$ cat src/hdl/gat_debug_config.svh
`ifndef GAT_DEBUG_CONFIG_SVH
`define GAT_DEBUG_CONFIG_SVH

// observed accelerator sizes.
`define GAT_DBG_NUM_STAGES    4
`define GAT_DBG_NUM_LANES     16
`define GAT_DBG_LANE_W        12
`define GAT_DBG_LANE_SEL_W    4
`define GAT_DBG_WH_ADDR_W     14
`define GAT_DBG_FEAT_ADDR_W   16
`define GAT_DBG_FEAT_DATA_W   32
`define GAT_DBG_CNT_W         32
`define GAT_DBG_AXIL_ADDR_W   8
`define GAT_DBG_AXIL_DATA_W   32

// identification and reset values.
`define GAT_DBG_ID            32'h4741_5444
`define GAT_DBG_H_NUM_SPARSE  32'd12
`define GAT_DBG_TRIG_A_RST    14'd10
`define GAT_DBG_TRIG_B_RST    14'd20
`define GAT_DBG_LANE_SEL_RST  4'd2
`define GAT_DBG_FEAT_LIM_RST  16'd43328

// register offsets.
`define GAT_DBG_REG_ID        8'h00
`define GAT_DBG_REG_CFG       8'h04
`define GAT_DBG_REG_FLAGS     8'h08
`define GAT_DBG_REG_CNT0      8'h0C
`define GAT_DBG_REG_CNT1      8'h10
`define GAT_DBG_REG_CNT2      8'h14
`define GAT_DBG_REG_CNT3      8'h18
`define GAT_DBG_REG_CTRL      8'h1C
`define GAT_DBG_REG_TRIG_A    8'h20
`define GAT_DBG_REG_TRIG_B    8'h24
`define GAT_DBG_REG_LANE      8'h28
`define GAT_DBG_REG_CAP_A     8'h2C
`define GAT_DBG_REG_CAP_B     8'h30
`define GAT_DBG_REG_FEAT_LIM  8'h34
`define GAT_DBG_REG_FEAT_STAT 8'h38
`define GAT_DBG_REG_FEAT_DIN  8'h3C

`endif
$ cat src/hdl/gat_debug_pkg.sv
`include "gat_debug_config.svh"

package gat_debug_pkg;

  typedef enum logic [1:0] {
    SPMM = 2'd0,
    DMVM = 2'd1,
    SM   = 2'd2,
    AGGR = 2'd3
  } stage_e;

  typedef enum logic {
    IDLE = 1'b0,
    RESP = 1'b1
  } axil_state_e;

  typedef enum logic [1:0] {
    OKAY   = 2'b00,
    SLVERR = 2'b10
  } axil_resp_e;

  typedef struct packed {
    logic vld;
    logic rdy;
  } hs_probe_t;

  typedef struct packed {
    hs_probe_t [`GAT_DBG_NUM_STAGES-1:0]                hs;
    logic [`GAT_DBG_NUM_LANES-1:0][`GAT_DBG_LANE_W-1:0] sppe;
    logic [`GAT_DBG_WH_ADDR_W-1:0]                      wh_addr;
    logic                                               feat_ena;
    logic [`GAT_DBG_FEAT_ADDR_W-1:0]                    feat_addr;
    logic [`GAT_DBG_FEAT_DATA_W-1:0]                    feat_din;
  } gat_probe_t;

  typedef struct packed {
    logic                            clear;
    logic [`GAT_DBG_WH_ADDR_W-1:0]   trig_addr_a;
    logic [`GAT_DBG_WH_ADDR_W-1:0]   trig_addr_b;
    logic [`GAT_DBG_LANE_SEL_W-1:0]  lane_sel;
    logic [`GAT_DBG_FEAT_ADDR_W-1:0] feat_limit;
  } dbg_ctrl_t;

  typedef struct packed {
    logic                      vld_seen;
    logic                      rdy_seen;
    logic [`GAT_DBG_CNT_W-1:0] count;
  } stage_status_t;

  typedef struct packed {
    logic [`GAT_DBG_LANE_W-1:0] cap_a;
    logic [`GAT_DBG_LANE_W-1:0] cap_b;
    logic                       hit_a;
    logic                       hit_b;
  } cap_status_t;

  typedef struct packed {
    logic                            hit;
    logic [`GAT_DBG_FEAT_ADDR_W-1:0] first_addr;
    logic [`GAT_DBG_FEAT_DATA_W-1:0] first_din;
  } feat_status_t;

endpackage

$ cat src/hdl/gat_debugger.sv
`timescale 1ns/10ps
`include "gat_debug_config.svh"

module gat_debugger (
  input  logic                              clk,
  input  logic                              rst_n,
  input  gat_debug_pkg::gat_probe_t         probe_i,
  input  logic [`GAT_DBG_AXIL_ADDR_W-1:0]   s_axil_awaddr_i,
  input  logic                              s_axil_awvalid_i,
  output logic                              s_axil_awready_o,
  input  logic [`GAT_DBG_AXIL_DATA_W-1:0]   s_axil_wdata_i,
  input  logic [`GAT_DBG_AXIL_DATA_W/8-1:0] s_axil_wstrb_i,
  input  logic                              s_axil_wvalid_i,
  output logic                              s_axil_wready_o,
  output logic [1:0]                        s_axil_bresp_o,
  output logic                              s_axil_bvalid_o,
  input  logic                              s_axil_bready_i,
  input  logic [`GAT_DBG_AXIL_ADDR_W-1:0]   s_axil_araddr_i,
  input  logic                              s_axil_arvalid_i,
  output logic                              s_axil_arready_o,
  output logic [`GAT_DBG_AXIL_DATA_W-1:0]   s_axil_rdata_o,
  output logic [1:0]                        s_axil_rresp_o,
  output logic                              s_axil_rvalid_o,
  input  logic                              s_axil_rready_i
);

  import gat_debug_pkg::*;

  dbg_ctrl_t                              ctrl;
  stage_status_t [`GAT_DBG_NUM_STAGES-1:0] stage_status;
  cap_status_t                            cap_status;
  feat_status_t                           feat_status;

  for (genvar i = 0; i < `GAT_DBG_NUM_STAGES; i++) begin : g_stage
    stage_monitor u_stage_monitor (
      .clk      (clk),
      .rst_n    (rst_n),
      .probe_i  (probe_i.hs[i]),
      .clear_i  (ctrl.clear),
      .status_o (stage_status[i])
    );
  end

  sppe_capture u_sppe_capture (
    .clk        (clk),
    .rst_n      (rst_n),
    .sppe_i     (probe_i.sppe),
    .wh_addr_i  (probe_i.wh_addr),
    .spmm_rdy_i (probe_i.hs[SPMM].rdy),
    .ctrl_i     (ctrl),
    .status_o   (cap_status)
  );

  feat_write_watch u_feat_write_watch (
    .clk      (clk),
    .rst_n    (rst_n),
    .ena_i    (probe_i.feat_ena),
    .addr_i   (probe_i.feat_addr),
    .din_i    (probe_i.feat_din),
    .ctrl_i   (ctrl),
    .status_o (feat_status)
  );

  debug_axil_regs u_debug_axil_regs (
    .clk              (clk),
    .rst_n            (rst_n),
    .s_axil_awaddr_i  (s_axil_awaddr_i),
    .s_axil_awvalid_i (s_axil_awvalid_i),
    .s_axil_awready_o (s_axil_awready_o),
    .s_axil_wdata_i   (s_axil_wdata_i),
    .s_axil_wstrb_i   (s_axil_wstrb_i),
    .s_axil_wvalid_i  (s_axil_wvalid_i),
    .s_axil_wready_o  (s_axil_wready_o),
    .s_axil_bresp_o   (s_axil_bresp_o),
    .s_axil_bvalid_o  (s_axil_bvalid_o),
    .s_axil_bready_i  (s_axil_bready_i),
    .s_axil_araddr_i  (s_axil_araddr_i),
    .s_axil_arvalid_i (s_axil_arvalid_i),
    .s_axil_arready_o (s_axil_arready_o),
    .s_axil_rdata_o   (s_axil_rdata_o),
    .s_axil_rresp_o   (s_axil_rresp_o),
    .s_axil_rvalid_o  (s_axil_rvalid_o),
    .s_axil_rready_i  (s_axil_rready_i),
    .stage_status_i   (stage_status),
    .cap_status_i     (cap_status),
    .feat_status_i    (feat_status),
    .ctrl_o           (ctrl)
  );

endmodule

$ cat src/hdl/debug_axil_regs.sv
`timescale 1ns/10ps
`include "gat_debug_config.svh"

module debug_axil_regs (
  input  logic                                                   clk,
  input  logic                                                   rst_n,
  input  logic [`GAT_DBG_AXIL_ADDR_W-1:0]                        s_axil_awaddr_i,
  input  logic                                                   s_axil_awvalid_i,
  output logic                                                   s_axil_awready_o,
  input  logic [`GAT_DBG_AXIL_DATA_W-1:0]                        s_axil_wdata_i,
  input  logic [`GAT_DBG_AXIL_DATA_W/8-1:0]                      s_axil_wstrb_i,
  input  logic                                                   s_axil_wvalid_i,
  output logic                                                   s_axil_wready_o,
  output logic [1:0]                                             s_axil_bresp_o,
  output logic                                                   s_axil_bvalid_o,
  input  logic                                                   s_axil_bready_i,
  input  logic [`GAT_DBG_AXIL_ADDR_W-1:0]                        s_axil_araddr_i,
  input  logic                                                   s_axil_arvalid_i,
  output logic                                                   s_axil_arready_o,
  output logic [`GAT_DBG_AXIL_DATA_W-1:0]                        s_axil_rdata_o,
  output logic [1:0]                                             s_axil_rresp_o,
  output logic                                                   s_axil_rvalid_o,
  input  logic                                                   s_axil_rready_i,
  input  gat_debug_pkg::stage_status_t [`GAT_DBG_NUM_STAGES-1:0] stage_status_i,
  input  gat_debug_pkg::cap_status_t                             cap_status_i,
  input  gat_debug_pkg::feat_status_t                            feat_status_i,
  output gat_debug_pkg::dbg_ctrl_t                               ctrl_o
);

  import gat_debug_pkg::*;

  axil_state_e                       w_state;
  axil_state_e                       r_state;
  axil_resp_e                        bresp_q;
  axil_resp_e                        rresp_q;
  axil_resp_e                        rd_resp;
  logic [`GAT_DBG_AXIL_DATA_W-1:0]   rdata_q;
  logic [`GAT_DBG_AXIL_DATA_W-1:0]   rd_data;
  logic [2*`GAT_DBG_NUM_STAGES-1:0]  flags;
  logic                              wr_fire;
  logic                              rd_fire;
  dbg_ctrl_t                         ctrl_q;

  // address and data are taken together, strobes are not looked at.
  assign wr_fire = (w_state == IDLE) && s_axil_awvalid_i && s_axil_wvalid_i;
  assign rd_fire = (r_state == IDLE) && s_axil_arvalid_i;

  assign s_axil_awready_o = wr_fire;
  assign s_axil_wready_o  = wr_fire;
  assign s_axil_bvalid_o  = (w_state == RESP);
  assign s_axil_bresp_o   = bresp_q;
  assign s_axil_arready_o = (r_state == IDLE);
  assign s_axil_rvalid_o  = (r_state == RESP);
  assign s_axil_rdata_o   = rdata_q;
  assign s_axil_rresp_o   = rresp_q;
  assign ctrl_o           = ctrl_q;

  always_ff @(posedge clk or negedge rst_n) begin
    if (!rst_n) begin
      w_state            <= IDLE;
      bresp_q            <= OKAY;
      ctrl_q.clear       <= 1'b0;
      ctrl_q.trig_addr_a <= `GAT_DBG_TRIG_A_RST;
      ctrl_q.trig_addr_b <= `GAT_DBG_TRIG_B_RST;
      ctrl_q.lane_sel    <= `GAT_DBG_LANE_SEL_RST;
      ctrl_q.feat_limit  <= `GAT_DBG_FEAT_LIM_RST;
    end else begin
      // clear is a single cycle pulse.
      ctrl_q.clear <= 1'b0;
      case (w_state)
        IDLE: begin
          if (wr_fire) begin
            w_state <= RESP;
            bresp_q <= OKAY;
            case (s_axil_awaddr_i)
              `GAT_DBG_REG_CTRL:     ctrl_q.clear <= s_axil_wdata_i[0];
              `GAT_DBG_REG_TRIG_A:   ctrl_q.trig_addr_a <= s_axil_wdata_i[`GAT_DBG_WH_ADDR_W-1:0];
              `GAT_DBG_REG_TRIG_B:   ctrl_q.trig_addr_b <= s_axil_wdata_i[`GAT_DBG_WH_ADDR_W-1:0];
              `GAT_DBG_REG_LANE:     ctrl_q.lane_sel <= s_axil_wdata_i[`GAT_DBG_LANE_SEL_W-1:0];
              `GAT_DBG_REG_FEAT_LIM: ctrl_q.feat_limit <= s_axil_wdata_i[`GAT_DBG_FEAT_ADDR_W-1:0];
              // read-only offsets take the write silently.
              `GAT_DBG_REG_ID, `GAT_DBG_REG_CFG, `GAT_DBG_REG_FLAGS,
              `GAT_DBG_REG_CNT0, `GAT_DBG_REG_CNT1, `GAT_DBG_REG_CNT2, `GAT_DBG_REG_CNT3,
              `GAT_DBG_REG_CAP_A, `GAT_DBG_REG_CAP_B,
              `GAT_DBG_REG_FEAT_STAT, `GAT_DBG_REG_FEAT_DIN: bresp_q <= OKAY;
              default:               bresp_q <= SLVERR;
            endcase
          end
        end
        RESP: begin
          if (s_axil_bready_i) begin
            w_state <= IDLE;
          end
        end
        default: w_state <= IDLE;
      endcase
    end
  end

  // spmm sits in the top pair, aggr in the bottom pair.
  always_comb begin
    for (int s = 0; s < `GAT_DBG_NUM_STAGES; s++) begin
      flags[2*(`GAT_DBG_NUM_STAGES-1-s)+1] = stage_status_i[s].vld_seen;
      flags[2*(`GAT_DBG_NUM_STAGES-1-s)]   = stage_status_i[s].rdy_seen;
    end
  end

  always_comb begin
    rd_data = '0;
    rd_resp = OKAY;
    case (s_axil_araddr_i)
      `GAT_DBG_REG_ID:        rd_data = `GAT_DBG_ID;
      `GAT_DBG_REG_CFG:       rd_data = `GAT_DBG_H_NUM_SPARSE;
      `GAT_DBG_REG_FLAGS:     rd_data[2*`GAT_DBG_NUM_STAGES-1:0] = flags;
      `GAT_DBG_REG_CNT0:      rd_data = stage_status_i[SPMM].count;
      `GAT_DBG_REG_CNT1:      rd_data = stage_status_i[DMVM].count;
      `GAT_DBG_REG_CNT2:      rd_data = stage_status_i[SM].count;
      `GAT_DBG_REG_CNT3:      rd_data = stage_status_i[AGGR].count;
      `GAT_DBG_REG_CTRL:      rd_data = '0;
      `GAT_DBG_REG_TRIG_A:    rd_data[`GAT_DBG_WH_ADDR_W-1:0] = ctrl_q.trig_addr_a;
      `GAT_DBG_REG_TRIG_B:    rd_data[`GAT_DBG_WH_ADDR_W-1:0] = ctrl_q.trig_addr_b;
      `GAT_DBG_REG_LANE:      rd_data[`GAT_DBG_LANE_SEL_W-1:0] = ctrl_q.lane_sel;
      `GAT_DBG_REG_CAP_A: begin
        rd_data[`GAT_DBG_LANE_W-1:0] = cap_status_i.cap_a;
        rd_data[31]                  = cap_status_i.hit_a;
      end
      `GAT_DBG_REG_CAP_B: begin
        rd_data[`GAT_DBG_LANE_W-1:0] = cap_status_i.cap_b;
        rd_data[31]                  = cap_status_i.hit_b;
      end
      `GAT_DBG_REG_FEAT_LIM:  rd_data[`GAT_DBG_FEAT_ADDR_W-1:0] = ctrl_q.feat_limit;
      `GAT_DBG_REG_FEAT_STAT: begin
        rd_data[`GAT_DBG_FEAT_ADDR_W-1:0] = feat_status_i.first_addr;
        rd_data[31]                       = feat_status_i.hit;
      end
      `GAT_DBG_REG_FEAT_DIN:  rd_data = feat_status_i.first_din;
      default:                rd_resp = SLVERR;
    endcase
  end

  // status is sampled in the address cycle and held until rready.
  always_ff @(posedge clk or negedge rst_n) begin
    if (!rst_n) begin
      r_state <= IDLE;
      rresp_q <= OKAY;
      rdata_q <= '0;
    end else begin
      case (r_state)
        IDLE: begin
          if (rd_fire) begin
            r_state <= RESP;
            rresp_q <= rd_resp;
            rdata_q <= rd_data;
          end
        end
        RESP: begin
          if (s_axil_rready_i) begin
            r_state <= IDLE;
          end
        end
        default: r_state <= IDLE;
      endcase
    end
  end

endmodule

$ cat src/hdl/feat_write_watch.sv
`timescale 1ns/10ps
`include "gat_debug_config.svh"

module feat_write_watch (
  input  logic                            clk,
  input  logic                            rst_n,
  input  logic                            ena_i,
  input  logic [`GAT_DBG_FEAT_ADDR_W-1:0] addr_i,
  input  logic [`GAT_DBG_FEAT_DATA_W-1:0] din_i,
  input  gat_debug_pkg::dbg_ctrl_t        ctrl_i,
  output gat_debug_pkg::feat_status_t     status_o
);

  logic bad_write;

  assign bad_write = ena_i && (addr_i >= ctrl_i.feat_limit);

  always_ff @(posedge clk or negedge rst_n) begin
    if (!rst_n) begin
      status_o <= '0;
    end else if (ctrl_i.clear) begin
      status_o <= '0;
    end else if (bad_write && !status_o.hit) begin
      // only the first offender is kept.
      status_o.hit        <= 1'b1;
      status_o.first_addr <= addr_i;
      status_o.first_din  <= din_i;
    end
  end

endmodule

$ cat src/hdl/sppe_capture.sv
`timescale 1ns/10ps
`include "gat_debug_config.svh"

module sppe_capture (
  input  logic                                               clk,
  input  logic                                               rst_n,
  input  logic [`GAT_DBG_NUM_LANES-1:0][`GAT_DBG_LANE_W-1:0] sppe_i,
  input  logic [`GAT_DBG_WH_ADDR_W-1:0]                      wh_addr_i,
  input  logic                                               spmm_rdy_i,
  input  gat_debug_pkg::dbg_ctrl_t                           ctrl_i,
  output gat_debug_pkg::cap_status_t                         status_o
);

  logic [`GAT_DBG_LANE_W-1:0] lane;
  logic                       match_a;
  logic                       match_b;

  assign lane    = sppe_i[ctrl_i.lane_sel];
  assign match_a = spmm_rdy_i && (wh_addr_i == ctrl_i.trig_addr_a);
  assign match_b = spmm_rdy_i && (wh_addr_i == ctrl_i.trig_addr_b);

  always_ff @(posedge clk or negedge rst_n) begin
    if (!rst_n) begin
      status_o <= '0;
    end else if (ctrl_i.clear) begin
      status_o <= '0;
    end else begin
      // latest match wins.
      if (match_a) begin
        status_o.cap_a <= lane;
        status_o.hit_a <= 1'b1;
      end
      if (match_b) begin
        status_o.cap_b <= lane;
        status_o.hit_b <= 1'b1;
      end
    end
  end

endmodule

$ cat src/hdl/stage_monitor.sv
`timescale 1ns/10ps

module stage_monitor (
  input  logic                         clk,
  input  logic                         rst_n,
  input  gat_debug_pkg::hs_probe_t     probe_i,
  input  logic                         clear_i,
  output gat_debug_pkg::stage_status_t status_o
);

  logic xfer;

  // one transfer per cycle with both sides high.
  assign xfer = probe_i.vld && probe_i.rdy;

  always_ff @(posedge clk or negedge rst_n) begin
    if (!rst_n) begin
      status_o.vld_seen <= 1'b0;
      status_o.rdy_seen <= 1'b0;
      status_o.count    <= '0;
    end else if (clear_i) begin
      // an event in the clear cycle is dropped.
      status_o.vld_seen <= 1'b0;
      status_o.rdy_seen <= 1'b0;
      status_o.count    <= '0;
    end else begin
      if (probe_i.vld) begin
        status_o.vld_seen <= 1'b1;
      end
      if (probe_i.rdy) begin
        status_o.rdy_seen <= 1'b1;
      end
      if (xfer) begin
        status_o.count <= status_o.count + 1'b1;
      end
    end
  end

endmodule

$ cat config.mk
export PLATFORM = sky130hd
export DESIGN_NAME = gat_debugger
export DESIGN_NICKNAME = d
export VERILOG_FILES = /design/src/hdl/gat_debug_pkg.sv /design/src/hdl/gat_debugger.sv /design/src/hdl/debug_axil_regs.sv /design/src/hdl/feat_write_watch.sv /design/src/hdl/sppe_capture.sv /design/src/hdl/stage_monitor.sv
export VERILOG_INCLUDE_DIRS = /design/src /design/src/hdl
export SDC_FILE = /design/constraint.sdc
export NUM_CORES = 1
export LEC_CHECK = 0
export ABC_CLOCK_PERIOD_IN_PS = 6800
export BUFFER_PORTS_ARGS = -buffer_cell sky130_fd_sc_hd__buf_2
export CORE_MARGIN = 4
export CORE_UTILIZATION = 36
export DETAILED_ROUTE_END_ITERATION = 10
export SYNTH_ARGS = -nofsm -noshare
export SYNTH_HDL_FRONTEND = slang
export SYNTH_SLANG_ARGS = --single-unit
$ cat constraint.sdc
create_clock -name clk -period 6.8 [get_ports clk]
set_input_delay 0.68 -clock clk [delete_from_list [all_inputs] [get_ports clk]]
set_output_delay 0.68 -clock clk [all_outputs]
set_load 0.05 [all_outputs]
Word-level counts from Yosys, hierarchy flattened
Cells that the tools add are included.
Cells by class
  add/sub/neg operators: 4
  muxes and demuxes: 47
  equality and inequality tests: 32
  magnitude comparators: 2
  reductions and logical operators: 37
  bitwise operators: 2
Operator list (count)
  $mux W49: 4
  $mux W34: 4
  $add A32 B1 Y32 const B: 4
  $eq A8 B6 Y1 const B: 16
  $mux W32: 4
  $pmux W15 S6: 1
  $eq A8 B5 Y1 const B: 8
  $pmux W4 S15: 1
  $pmux W4 S13: 1
  $bmux W12 S4: 1
  $pmux W4 S12: 1
  $mux W12: 3
  $eq A8 B4 Y1 const B: 4
  $reduce_or A16 Y1: 2
  $reduce_bool A2 Y1: 15
  $eq A14 B14 Y1: 2
  $mux W14: 2
  $mux W26: 1
  $pmux W2 S10: 1
  $eq A8 B3 Y1 const B: 2
  $ge A16 B16 Y1: 1
  $logic_not A8 Y1: 2
  $mux W16: 1
  $pmux W2 S8: 1
  other kinds (11): 42
Word-level totals
  flip-flop bits (word level): 298
  logic and storage cells: 153

Longest topological paths before layout
Gate-level depths: netlist of run 1.
  depth after elaboration: 5
  depth in mapped cells: 9
  gate-level depth less buffers: 7

Hierarchy
Synthesis of run 1 repeated with hierarchy kept, for this count alone.
Unflattened totals
  cells, all modules: 1794
  area total of the unflattened synthesis: 18352.6 µm²
Modules (own cells, without submodules)
  debug_axil_regs: cells an instance 535, instances 1, area an instance 5459.0 µm²
  stage_monitor (g_stage[1].u_stage_monitor ...): cells an instance 179, instances 2, area an instance 1692.9 µm²
  sppe_capture: cells an instance 257, instances 1, area an instance 3143.0 µm²
  feat_write_watch: cells an instance 267, instances 1, area an instance 2808.9 µm²
  stage_monitor (g_stage[0].u_stage_monitor): cells an instance 191, instances 1, area an instance 1789.2 µm²
  stage_monitor (g_stage[3].u_stage_monitor): cells an instance 186, instances 1, area an instance 1766.7 µm²

Least setup slack after synthesis of run 1
Ideal clock, no wire load.
  kind: input-to-reg
  start point: input probe_i[45] (netlist name)
  end point: register u_feat_write_watch.status_o[11] (netlist name)
  slack: 3.868 ns
  required time: 6.721 ns
  stages: 8
  arrival time: 2.853 ns
  path through: ha_1 nand4_1 or3_1 or4_1 a311oi_2 buf_6 buf_6 mux2i_1
On the way
  cells in the longest elaborated chain, start to end: 4
Ends and longest elaborated chain
  from (decl): RTL line gat_debugger.sv:7  | input gat_debug_pkg::gat_probe_t probe_i,
  $ge A16 B16 Y1: RTL line feat_write_watch.sv:16  | assign bad_write = ena_i && (addr_i >= ctrl_i.feat_limit);
  $logic_and A1 B1 Y1: RTL line feat_write_watch.sv:16
  $logic_and A1 B1 Y1: RTL line feat_write_watch.sv:23  | end else if (bad_write && !status_o.hit) begin
  $reduce_bool A2 Y1 (no source line)
  to (decl): RTL line feat_write_watch.sv:11  | output gat_debug_pkg::feat_status_t status_o
No other way between the ends.
A chain may end at the register's enable or synchronous reset.

Worst setup path after layout of run 1
  start point: register u_debug_axil_regs.ctrl_q, in the netlist u_debug_axil_regs.ctrl_o[15]
  end point: register u_feat_write_watch.status_o[12] (netlist name)
On the way
  cells in the longest elaborated chain, start to end: 4
Ends and longest elaborated chain
  from (decl): RTL line debug_axil_regs.sv:42  | dbg_ctrl_t ctrl_q;
  $ge A16 B16 Y1: RTL line feat_write_watch.sv:16
  $logic_and A1 B1 Y1: RTL line feat_write_watch.sv:16
  $logic_and A1 B1 Y1: RTL line feat_write_watch.sv:23
  $reduce_bool A2 Y1 (no source line)
No other way between the ends.

==> results of run 1 <==
report_power, final:
part / internal [W] / switching, W / leakage [nW]
clock network: 0.00106 / 0.000772 / 0.539
logic: 0.000261 / 0.000387 / 4.59
registers: 0.00187 / 0.000144 / 3.70
total: 0.00319 / 0.00130 / 8.82
metrics by stage:
step / utilization [%] / cell area (sq um) / setup WS, ns / hold WS, ns
2_1_floorplan: - / 17200 / 3.87 / 0.384
3_3_place_gp: 41.6 / 19500 / 3.07 / 0.465
3_5_place_dp: 41.6 / 19500 / 3.00 / 0.469
4_1_cts: 44.0 / 20600 / 3.18 / 0.116
5_1_grt: 44.0 / 20600 / 3.04 / 0.138
6_report: 44.0 / 20600 / 3.17 / 0.0946
layer usage:
layer	global-route usage (%)	part of all wire, %	up-vias
met5	0	0.011	-
met4	10.9	4.8	2
met3	4.58	6.8	137
met2	39.8	48	644
met1	30.0	40	7302
li1	-	-	6662
synth_stat cells, drive strengths merged, types with 4 or more instances:
library cell | number | share of area [%]
a2111oi | 5 | 0.25
o2bb2ai | 4 | 0.20
a222oi | 12 | 0.70
or3 | 26 | 0.95
a21oi | 41 | 1.2
nand4 | 49 | 1.8
xnor2 | 60 | 3.1
a31oi | 10 | 0.36
a22o | 31 | 1.6
dfstp | 10 | 1.5
nand3 | 70 | 2.0
a41oi | 7 | 0.36
a32oi | 4 | 0.20
dfrtp | 286 | 42
nor4b | 8 | 0.41
nand2 | 92 | 2.0
nor3 | 19 | 0.55
o22ai | 10 | 0.36
mux4 | 62 | 8.1
nor2 | 172 | 3.8
a21o | 5 | 0.22
mux2 | 63 | 4.1
xor2 | 67 | 3.4
mux2i | 59 | 3.4
a22oi | 55 | 2.4
and3 | 21 | 0.76
ha | 20 | 1.5
nor2b | 13 | 0.47
inv | 35 | 0.76
nor4 | 21 | 0.91
and4 | 16 | 0.81
clkbuf | 94 | 2.1
buf | 22 | 0.79
and2 | 14 | 0.51
nand2b | 103 | 3.7
o21ai | 43 | 1.3
or4 | 5 | 0.22
flip-flops by register name (all words and copies together), names as in the netlist:
register                           flops
u_feat_write_watch.status_o           49
u_sppe_capture.status_o               26
u_debug_axil_regs.s_axil_rvalid_o      1
u_debug_axil_regs.s_axil_rresp_o       1
u_debug_axil_regs.s_axil_bresp_o       1
u_debug_axil_regs.ctrl_o              49
u_debug_axil_regs.s_axil_rdata_o      32
g_stage.u_stage_monitor.status_o     136
u_debug_axil_regs.s_axil_bvalid_o      1
worst max-delay path, stage by stage, from the launching register on:
cell	delay, ns
dfstp_2	0.59
inv_1	0.06
ha_1	0.29
nand4_1	0.14
or3_1	0.42
or4_1	0.63
a311oi_4	0.28
buf_4	0.77
mux2i_1	0.28
logic make-up (layout without fill, tap and decap cells):
kind of cell	after synthesis	after routing	share of synthesized area, %
xor+xnor	127	127	6.47
simple gates	642	642	19.6
flops	296	296	43.1
other cells	1	6	0.0218
fa+ha+maj	20	20	1.45
buf+inv	151	468	3.60
compound gates	246	246	10.1
mux	184	184	15.7
layout by cell type, fill, tap and decap left out, types with 7 or more instances in the layout:
| master | count |
|---|---|
| nor3_1 | 19 |
| inv_1 | 35 |
| nor4_1 | 15 |
| mux4_2 | 62 |
| buf_4 | 29 |
| a21oi_1 | 41 |
| and3_1 | 21 |
| ha_1 | 20 |
| nand4_1 | 49 |
| nor2b_1 | 12 |
| or3_1 | 26 |
| dfstp_2 | 10 |
| and2_1 | 14 |
| and4_1 | 16 |
| a22oi_1 | 55 |
| xor2_1 | 67 |
| nand3_1 | 70 |
| mux2_2 | 57 |
| a41oi_1 | 7 |
| clkbuf_1 | 11 |
| a222oi_1 | 12 |
| nor2_1 | 171 |
| mux2i_1 | 59 |
| nand2_1 | 92 |
| buf_2 | 339 |
| o22ai_1 | 10 |
| dfrtp_1 | 284 |
| o21ai_0 | 37 |
| a31oi_1 | 10 |
| clkbuf_16 | 37 |
| xnor2_1 | 60 |
| a22o_1 | 31 |
| nand2b_1 | 103 |
cell type report:
| cell class | instances | area [sq um] |
|---|---|---|
| Multi-Input combinational cell | 1221 | 9240 |
| Timing Repair Buffer | 370 | 1950 |
| Inverter | 35 | 131 |
| Clock buffer | 53 | 1040 |
| Sequential cell | 296 | 7430 |
| Tap cell | 607 | 759 |
| Clock inverter | 10 | 65.1 |
| Antenna cell | 4 | 10.0 |
| Fill cell | 4543 | 26200 |
worst paths after layout:
kind | startpoint | to | slack (ns) | depth (start not counted)
max | u_debug_axil_regs.ctrl_o[15] | u_feat_write_watch.status_o[12] | 3.17 | 8
min | rst_n | u_debug_axil_regs.s_axil_rvalid_o | 0.09 | 1
max reg2reg | u_debug_axil_regs.ctrl_o[15] | u_feat_write_watch.status_o[12] | 3.17 | 8
min reg2reg | u_debug_axil_regs.s_axil_rdata_o[0] | u_debug_axil_regs.s_axil_rdata_o[0] | 0.48 | 2
max in group asynchronous | rst_n | u_debug_axil_regs.ctrl_o[18] | 5.22 | 2
min in group clk | s_axil_rready_i | u_debug_axil_regs.s_axil_rvalid_o | 0.33 | 2
==> metrics.md, run 1 <==
| Metric | Value |
|---|---|
| DR iter-0 viols | roughly 1400 |
| Ys flop type | dfrtp_1 |
| H-tree depth | 2 |
| Final #Nets | ~2300 |
| Initial antenna violation count | 8 |
| Proportion of layout cells with a drive suffix above 1 | approximately 29% |
| Vias | between 10000 and 15000 |
| Die W | ~230 um |
| Hold Path Class | in -> async |
| Crit Path Class | reg -> reg |
| Final period util | 53.3% |
| Clock latency at the later pin of the worst-skew pair | roughly 0.54 ns |
| Final Hold Vio Count | 0 |
| Achievable clock frequency | approximately 0.28 GHz |
| Area Growth Syn to Fin | 19.9% |
| Number of synthesized register bits | roughly 300 |
| Setup TNS | 0 ns |
| Dpl hpwl | ~47000 um |
| Run status | finished, final reports clean |
| Max Fanout on Critical Path | 48 |
| RSZ-0062 raised after global routing | false |
| Initial core utilization | between 30 and 40% |
| Syn. warnings | 0 |
| Die Y | roughly 230 um |
| Max-slew violation count | 0 |
| Clock sinks | approximately 300 |
| Pwr Density | 218 nW/um^2 |
| Max cap viols | 0 |
| Via density per instance | between 5 and 6 |
| Setup bufs post-CTS | 0 |
| Arr. time, crit path | between 4 and 5 ns |
| Final ANT Viol Nets | 0 |
| First-pass GRT wire length | roughly 92000 um |
| Grt ovf | 0 |
| Setup-failing EPs final | 0 |
| Static leakage | between 8 and 9 nW |
| WL per Instance | around 24 um |
| Post-cts sizing count | 0 |
| Worst vdd ir | between 0.0001 and 0.00015 V |
| Startpoint Class | register |
| Drt drc | 0 |
| Overall global routing resource usage | about a quarter |
| Worst slew pin tran | 1.21 ns |
| Crit path time final | ~3.6 ns |
| Number of synthesized flops with an enable pin | 0 |
| Vias in the first global route | 14900 |
| Synth Instances | between 1500 and 2000 |
| Cts bufs inserted | 36 |
| Seq/Total Area, Yosys | between 40% and 50% |
| Netlist cell types | 64 |
| # rows | 79 |
| Ports | 363 |
| Setup Skew | roughly 0.017 ns |
| Die area | 51300 sq um |
| Fin cells | between 2000 and 3000 |
| Tot Pwr | 0.00449 W |
| CTS clk-pin slew, worst paths | approximately 0.060 ns |
| Post-synth ARST share | 100% |
| Endpoint type of the worst setup path | register |
| Port bufs | 340 |
| Synthesized cell area | 17200 sq um |
| Largest net degree at the start of global routing | between 150 and 200 |
| Core area | around 47000 sq um |
| Routed wire length | ~62000 um |
| Hold_buf cts | 0 |
| Placed insts | 2529 |
| Pre-antenna DRT Iters | 7 |
| CTS max path bufs | 3 |
| Syn Area/Cell | a little over 10 sq um |
| Max-slew headroom | roughly 20% |
| TritonCTS clock tree | yes |
| Routability Congestion | between 0.9 and 1 |
| Clock tree root driver cell | clkbuf_16 |
| Worst Path Required | 7.26 ns |
Power figures use the tool's default switching activity.
==> run 2: changes to the inputs <==
--- a/config.mk
+++ b/config.mk
@@ -6,7 +6,8 @@
 export SDC_FILE = /design/constraint.sdc
 export NUM_CORES = 1
 export LEC_CHECK = 0
-export ABC_CLOCK_PERIOD_IN_PS = 6800
+export ABC_AREA = 1
+export ABC_CLOCK_PERIOD_IN_PS = 2900
 export BUFFER_PORTS_ARGS = -buffer_cell sky130_fd_sc_hd__buf_2
 export CORE_MARGIN = 4
 export CORE_UTILIZATION = 36
==> constraint.sdc (replaced) <==
create_clock -name clk -period 2.9 [get_ports clk]
set_input_delay 0.29 -clock clk [delete_from_list [all_inputs] [get_ports clk]]
set_output_delay 0.29 -clock clk [all_outputs]
set_load 0.05 [all_outputs]
==> metrics.md, run 2 <==
| Metric | Value |
|---|---|
| Synthesized cell area | 19200 sq um |
| Commonest cells after routing, fill and taps aside | 807 x nand2_1, 454 x nor2_1, 339 x buf_2, 288 x inv_1, 284 x dfrtp_1 |
| Commonest cells post-synth | 807 x nand2_1, 454 x nor2_1, 289 x inv_1, 286 x dfrtp_1, 272 x o21ai_0 |
| Pwr Density | 471 nW/um^2 |
| WL per Instance | 19.0 um |
| Mux cell area share after synthesis | 0% |
| DR iter-0 viols | roughly 1900 |
| Syn. warnings | 0 |
| Cts bufs inserted | 35 |
| Clock tree root driver cell | clkbuf_16 |
| Netlist cell types | 43 |
| Clock sinks | approximately 300 |
| Seq/Total Area, Yosys | approximately two fifths |
| Hold Path Class | in -> reg |
| Max-slew headroom | a little over two fifths |
| TritonCTS clock tree | yes |
| Placed insts | just under 4000 |
| Grt ovf | 0 |
| Via density per instance | around 5.2 |
| Final ANT Viol Nets | 0 |
| Drt drc | 0 |
| Ys flop type | dfrtp_1 |
| Yosys top cell by area | dfrtp_1 |
| Startpoint Class | register |
| Die area | 57000 sq um |
| Routability Congestion | approximately 0.96 |
| Achievable clock frequency | 0.452 GHz |
| Max cap viols | 0 |
| Final Hold Vio Count | 0 |
| Largest net degree at the start of global routing | ~140 |
| Post-cts sizing count | 0 |
| Core area | about 53000 sq um |
| Setup TNS | 0 ns |
| Port bufs | 340 |
| Ranking of synthesized cells by area | dfrtp_1 37%, nand2_1 16%, nor2_1 8.9%, o21ai_0 7.1%, nand3_1 6.0% |
| Proportion of layout cells with a drive suffix above 1 | 16.0% |
| Worst vdd ir | 0.000365 V |
| Top-area cell type share of the netlist area | between 30% and 40% |
| Routed wire length | 74600 um |
| Die W | roughly 240 um |
| Tightest hold margin | around 0.016 ns |
| RSZ-0062 raised after global routing | false |
| Worst Path Required | 3.37 ns |
| Fin cells | approximately 3900 |
| Overall global routing resource usage | 25.2% |
| Number of fillers in the final layout | roughly 5700 |
| Synth Area in Adders | under 10% |
| Synth Area in Compound Gates | between 10% and 20% |
| Ports | 363 |
| Commonest non-fill, non-tap cell in the layout | nand2_1 |
| Synth Instances | around 2900 |
| Area Growth Syn to Fin | 19.1% |
| Largest register FFs | around 140 |
| Post-synth ARST share | 100% |
| Crit Path Class | reg -> reg |
| Initial core utilization | between 30% and 40% |
| # rows | between 80 and 90 |
| Setup-failing EPs final | 0 |
| Largest family of logic cells by synthesized area | simple AND/OR/NAND/NOR gates |
| CTS max path bufs | 3 |
| Pre-antenna DRT Iters | 5 |
| Number of synthesized register bits | 296 |
| Vias | slightly above 20000 |
| Initial antenna violation count | 1 |
| Max-slew violation count | 0 |
| Setup Skew | 0.0178 ns |
| H-tree depth | 2 |
| Worst slew pin tran | roughly 0.85 ns |
| Biggest register | g_stage.u_stage_monitor.status_o |
| Static leakage | approximately 11 nW |
| Syn Area/Cell | approximately 6.6 sq um |
| Ant. Diodes | 0 |
| Clock latency at the later pin of the worst-skew pair | between 0.5 and 0.6 ns |
| Endpoint type of the worst setup path | register |
| Cell with the most instances after synthesis | nand2_1 |
| Final #Nets | around 3600 |
| Dpl hpwl | 57400 um |
| CTS clk-pin slew, worst paths | about 0.060 ns |
| Vias in the first global route | approximately 19000 |
| Synth Area in XOR/XNOR | less than 1% |
| Crit path time final | roughly 2.2 ns |
| Number of synthesized flops with an enable pin | 0 |
| Arr. time, crit path | 2.68 ns |
| Simple-gate share of the synthesized area | between 30% and 40% |
| First-pass GRT wire length | between 100000 and 150000 um |
| Die Y | around 240 um |
| Final period util | 76.2% |
| Max Fanout on Critical Path | 27 |
| Run status | finished, final reports clean |
run 2: power by group:
group          switching [W]  total, W  internal, W
Clock                0.00185   0.00431      0.00246
Sequential          0.000352   0.00477      0.00442
Combinational        0.00111   0.00166     0.000545
Total                0.00331    0.0107      0.00743
run 2: critical path: stages (launching register included):
cell and delay, ns:
dfstp_2 0.55, inv_1 0.06, ha_1 0.27, nand2_1 0.05, inv_1 0.06, nand2_1 0.06
nor2_1 0.10, nor2_1 0.04, nand2_1 0.08, nand2_1 0.05, nand2_1 0.11, nand3_2 0.09
nand2_1 0.10, buf_4 0.32, nand2_1 0.12, nand2_1 0.08
run 2: final timing paths:
kind	start	endpoint	slack [ns]	depth (start not counted)
min reg2reg	u_debug_axil_regs.s_axil_rdata_o[15]	u_debug_axil_regs.s_axil_rdata_o[15]	0.47	2
min	s_axil_wdata_i[0]	u_debug_axil_regs.ctrl_o[48]	0.02	3
min in group asynchronous	rst_n	g_stage[0].u_stage_monitor.status_o[30]	0.38	2
max in group asynchronous	rst_n	u_debug_axil_regs.ctrl_o[8]	1.68	3
max	u_debug_axil_regs.ctrl_o[6]	u_feat_write_watch.status_o[43]	0.69	15
max reg2reg	u_debug_axil_regs.ctrl_o[6]	u_feat_write_watch.status_o[43]	0.69	15
run 2: layout make-up:
class | count | area [sq um] | area share (%)
flip-flops and latches | 296 | 7420 | 32.5
clock buffers | 47 | 972 | 4.26
multi-input cells | 2190 | 10100 | 44.1
well taps | 688 | 861 | 3.77
clock inverters | 16 | 123 | 0.537
repair buffers | 396 | 2230 | 9.79
inverters | 300 | 1130 | 4.95
run 2: per-stage QoR:
stage,utilization (%),power (W),worst slack [ns],cell area (sq um)
floorplan,-,0.00570,0.923,19200
global placement,41.0,0.00645,0.635,21600
detailed placement,41.0,0.00647,0.636,21600
CTS,43.3,0.0108,0.686,22800
global route,43.3,0.0112,0.545,22800
finish,43.3,0.0107,0.689,22800
run 2: routing by layer:
| metal | global-route usage, % | routed length (um) |
|---|---|---|
| met2 | 38.9 | 33200 |
| met4 | 7.79 | 2630 |
| met1 | 36.3 | 32900 |
| met5 | 0 | 0 |
| met3 | 4.10 | 5820 |
run 2: cell families (layout without fill, tap and decap cells):
family          after synthesis  after routing
other cells                   1              2
simple gates               1693           1693
buf+inv                     420            759
flops                       296            296
fa+ha+maj                    20             20
compound gates              455            455
xor+xnor                     20             20
run 2: what timing repair did:
action,in CTS,in global routing
endpoints found under the setup margin,0,0
hold buffers,11,0
buffers inserted,0,0
hold endpoints to repair,86,0
==> run 3: changes to the inputs <==
--- a/config.mk
+++ b/config.mk
@@ -7,7 +7,7 @@
 export NUM_CORES = 1
 export LEC_CHECK = 0
 export ABC_AREA = 1
-export ABC_CLOCK_PERIOD_IN_PS = 2900
+export ABC_CLOCK_PERIOD_IN_PS = 2000
 export BUFFER_PORTS_ARGS = -buffer_cell sky130_fd_sc_hd__buf_2
 export CORE_MARGIN = 4
 export CORE_UTILIZATION = 36
==> constraint.sdc (replaced) <==
create_clock -name clk -period 2 [get_ports clk]
set_input_delay 0.2 -clock clk [delete_from_list [all_inputs] [get_ports clk]]
set_output_delay 0.2 -clock clk [all_outputs]
set_load 0.05 [all_outputs]
==> metrics.md, run 3 (synthesized netlist as in run 2, its figures left out) <==
| Metric | Value |
|---|---|
| Die Y | 239 um |
| Cts bufs inserted | 35 |
| Crit path time final | 1.99 ns |
| Commonest non-fill, non-tap cell in the layout | nand2_1 |
| Ports | 363 |
| Area Growth Syn to Fin | 28.1% |
| Largest net degree at the start of global routing | 58 |
| Max cap viols | 0 |
| Crit path launch | u_debug_axil_regs.ctrl_o[11] |
| Biggest register | g_stage.u_stage_monitor.status_o |
| Max-slew violation count | 0 |
| RR Startpoint | u_debug_axil_regs.ctrl_o[11] |
| # rows | 84 |
| WL per Instance | between 15 and 20 um |
| Setup Skew | ~0.030 ns |
| Final #Nets | 3695 |
| Grt ovf | 0 |
| RSZ-0062 raised after global routing | true |
| Crit Path Class | reg -> reg |
| Crit path max-delay family | flip-flops |
| Final period util | ~99% |
| Max-slew headroom | 57.9% |
| Drt drc | 0 |
| Max Fanout on Critical Path | 6 |
| Pwr Density | 655 nW/um^2 |
| Overall global routing resource usage | between 20% and 30% |
| Crit path max-delay cell type | dfstp_2 |
| Port bufs | between 300 and 400 |
| Clock sinks | roughly 300 |
| Clock latency at the later pin of the worst-skew pair | 0.55 ns |
| Tightest hold margin | 0.00426 ns |
| Run status | finished, final reports clean |
| Static leakage | about 12 nW |
| Routed wire length | around 78000 um |
| Die W | about 240 um |
| Final Hold Vio Count | 0 |
| Endpoint type of the worst setup path | register |
| Commonest cells after routing, fill and taps aside | 771 x nand2_1, 451 x nor2_1, 339 x buf_2, 283 x dfrtp_1, 282 x inv_1 |
| Largest register FFs | ~140 |
| Worst reg-to-reg path cell count | 12 |
| Setup slack, reg-to-reg | about 0.014 ns |
| FF-to-FF End | u_feat_write_watch.status_o[45] |
| Setup-failing EPs final | 0 |
| Routability Congestion | 1.01 |
| Pre-antenna DRT Iters | 6 |
| Initial antenna violation count | 1 |
| Worst path bufs/invs | 3 |
| Core area | 52700 sq um |
| DR iter-0 viols | about 2200 |
| HP Start | s_axil_wdata_i[5] |
| Startpoint Class | register |
| Worst vdd ir | 0.000482 V |
| Final core utilization | a little under half |
| H-tree depth | 2 |
| Worst Path Required | 2.42 ns |
| TritonCTS clock tree | yes |
| Initial core utilization | 36.4% |
| Achievable clock frequency | 0.503 GHz |
| Arr. time, crit path | between 2 and 2.5 ns |
| Proportion of layout cells with a drive suffix above 1 | 19.6% |
| Clock tree root driver cell | clkbuf_16 |
| Hold path depth | 3 |
| Final ANT Viol Nets | 0 |
| CP Cell Sequence | inv_2, ha_4, a21oi_1, o21ai_1, a21oi_1, nand2_2, nand3_4, nand2_4, buf_12, buf_16, nand2_2, nand2_1 |
| Number of fillers in the final layout | 5455 |
| Hold Path Sink | u_debug_axil_regs.ctrl_o[25] |
| CTS max path bufs | 3 |
| Tot Pwr | roughly 0.016 W |
| Worst slew pin tran | around 0.63 ns |
| First-pass GRT wire length | 118000 um |
| Hold Path Class | in -> reg |
| Via density per instance | ~5.2 |
| Max stage delay on crit path | between 0.5 and 0.6 ns |
| Die area | roughly 57000 sq um |
| Dpl hpwl | approximately 60000 um |
| Vias in the first global route | ~20000 |
| Vias | between 20000 and 25000 |
| CTS clk-pin slew, worst paths | roughly 0.060 ns |
## run 3: changes by cell type in the layout (fill, tap and decap cells not counted), moves of 4 or more
cell	previous run	this run
buf_12	6	25
buf_16	0	5
buf_4	39	98
clkbuf_1	8	4
clkinv_2	12	8
clkinvlp_4	1	5
dlygate4sd3_1	11	60
ha_1	20	15
ha_4	0	5
inv_1	288	282
inv_2	11	17
nand2_1	807	771
nand2_2	8	37
nand2_4	0	7
## run 3: layer usage
layer / routed length [um] / vias to the layer above / share of wire (%) / track usage, %
li1: - / 10300 / - / -
met1: 35300 / 9952 / 45 / 39.0
met2: 35100 / 777 / 45 / 41.1
met3: 5170 / 139 / 6.6 / 3.20
met4: 2480 / 0 / 3.2 / 7.41
met5: 0 / - / 0 / 0
## run 3: where the power goes
part           switching [W]  total [W]  leakage (nW)  internal, W
Combinational        0.00174    0.00276          7.63      0.00103
Sequential          0.000451    0.00686          3.79      0.00641
Clock                0.00279    0.00645         0.547      0.00366
Total                0.00498     0.0161          12.0       0.0111
## run 3: how the worst max path moves through the flow
stage | to | slack [ns] | cells after the start
floorplan | u_debug_axil_regs.s_axil_rvalid_o | 0.02 | 5
global placement | u_feat_write_watch.status_o[29] | -0.09 | 15
detailed placement | u_feat_write_watch.status_o[22] | -0.08 | 15
CTS | u_feat_write_watch.status_o[16] | 0.005 | 16
global route | u_feat_write_watch.status_o[46] | -0.07 | 15
finish | u_feat_write_watch.status_o[45] | 0.01 | 12
## run 3: through the flow
stage | area, sq um | setup TNS (ns) | setup WS (ns) | cells
6_report | 24500 | 0 | 0.0136 | 4068
5_1_grt | 24500 | -2.66 | -0.0712 | 4068
4_1_cts | 24400 | 0 | 0.00494 | 4062
3_5_place_dp | 22300 | -2.15 | -0.0820 | 3931
3_3_place_gp | 22300 | -2.38 | -0.0876 | 3931
2_1_floorplan | 19200 | 0 | 0.0227 | 2906
## run 3: layout make-up
| type | instances | area [sq um] | area share, % |
|---|---|---|---|
| multi-input combinational | 2190 | 10300 | 41.9 |
| sequential | 296 | 7430 | 30.3 |
| clock inverter | 20 | 181 | 0.739 |
| timing repair buffer | 530 | 3710 | 15.1 |
| inverter | 300 | 1130 | 4.60 |
| tap | 688 | 861 | 3.51 |
| antenna | 1 | 2.50 | 0.0102 |
| clock buffer | 43 | 946 | 3.85 |
## run 3: worst reg2reg max path, cell delays in order (launching register included)
cell,delay (ns)
dfstp_2,0.54
inv_2,0.05
ha_4,0.21
a21oi_1,0.14
o21ai_1,0.08
a21oi_1,0.17
nand2_2,0.11
nand3_4,0.09
nand2_4,0.07
buf_12,0.17
buf_16,0.16
nand2_2,0.05
nand2_1,0.04
## run 3: timing repair
item	CTS	global route
cloned	5	0
resized for setup	44	42
hold buffers	60	0
endpoints found under the hold margin	107	0
pin swaps	11	12
buffers inserted	4	5
setup endpoints to repair	42	70
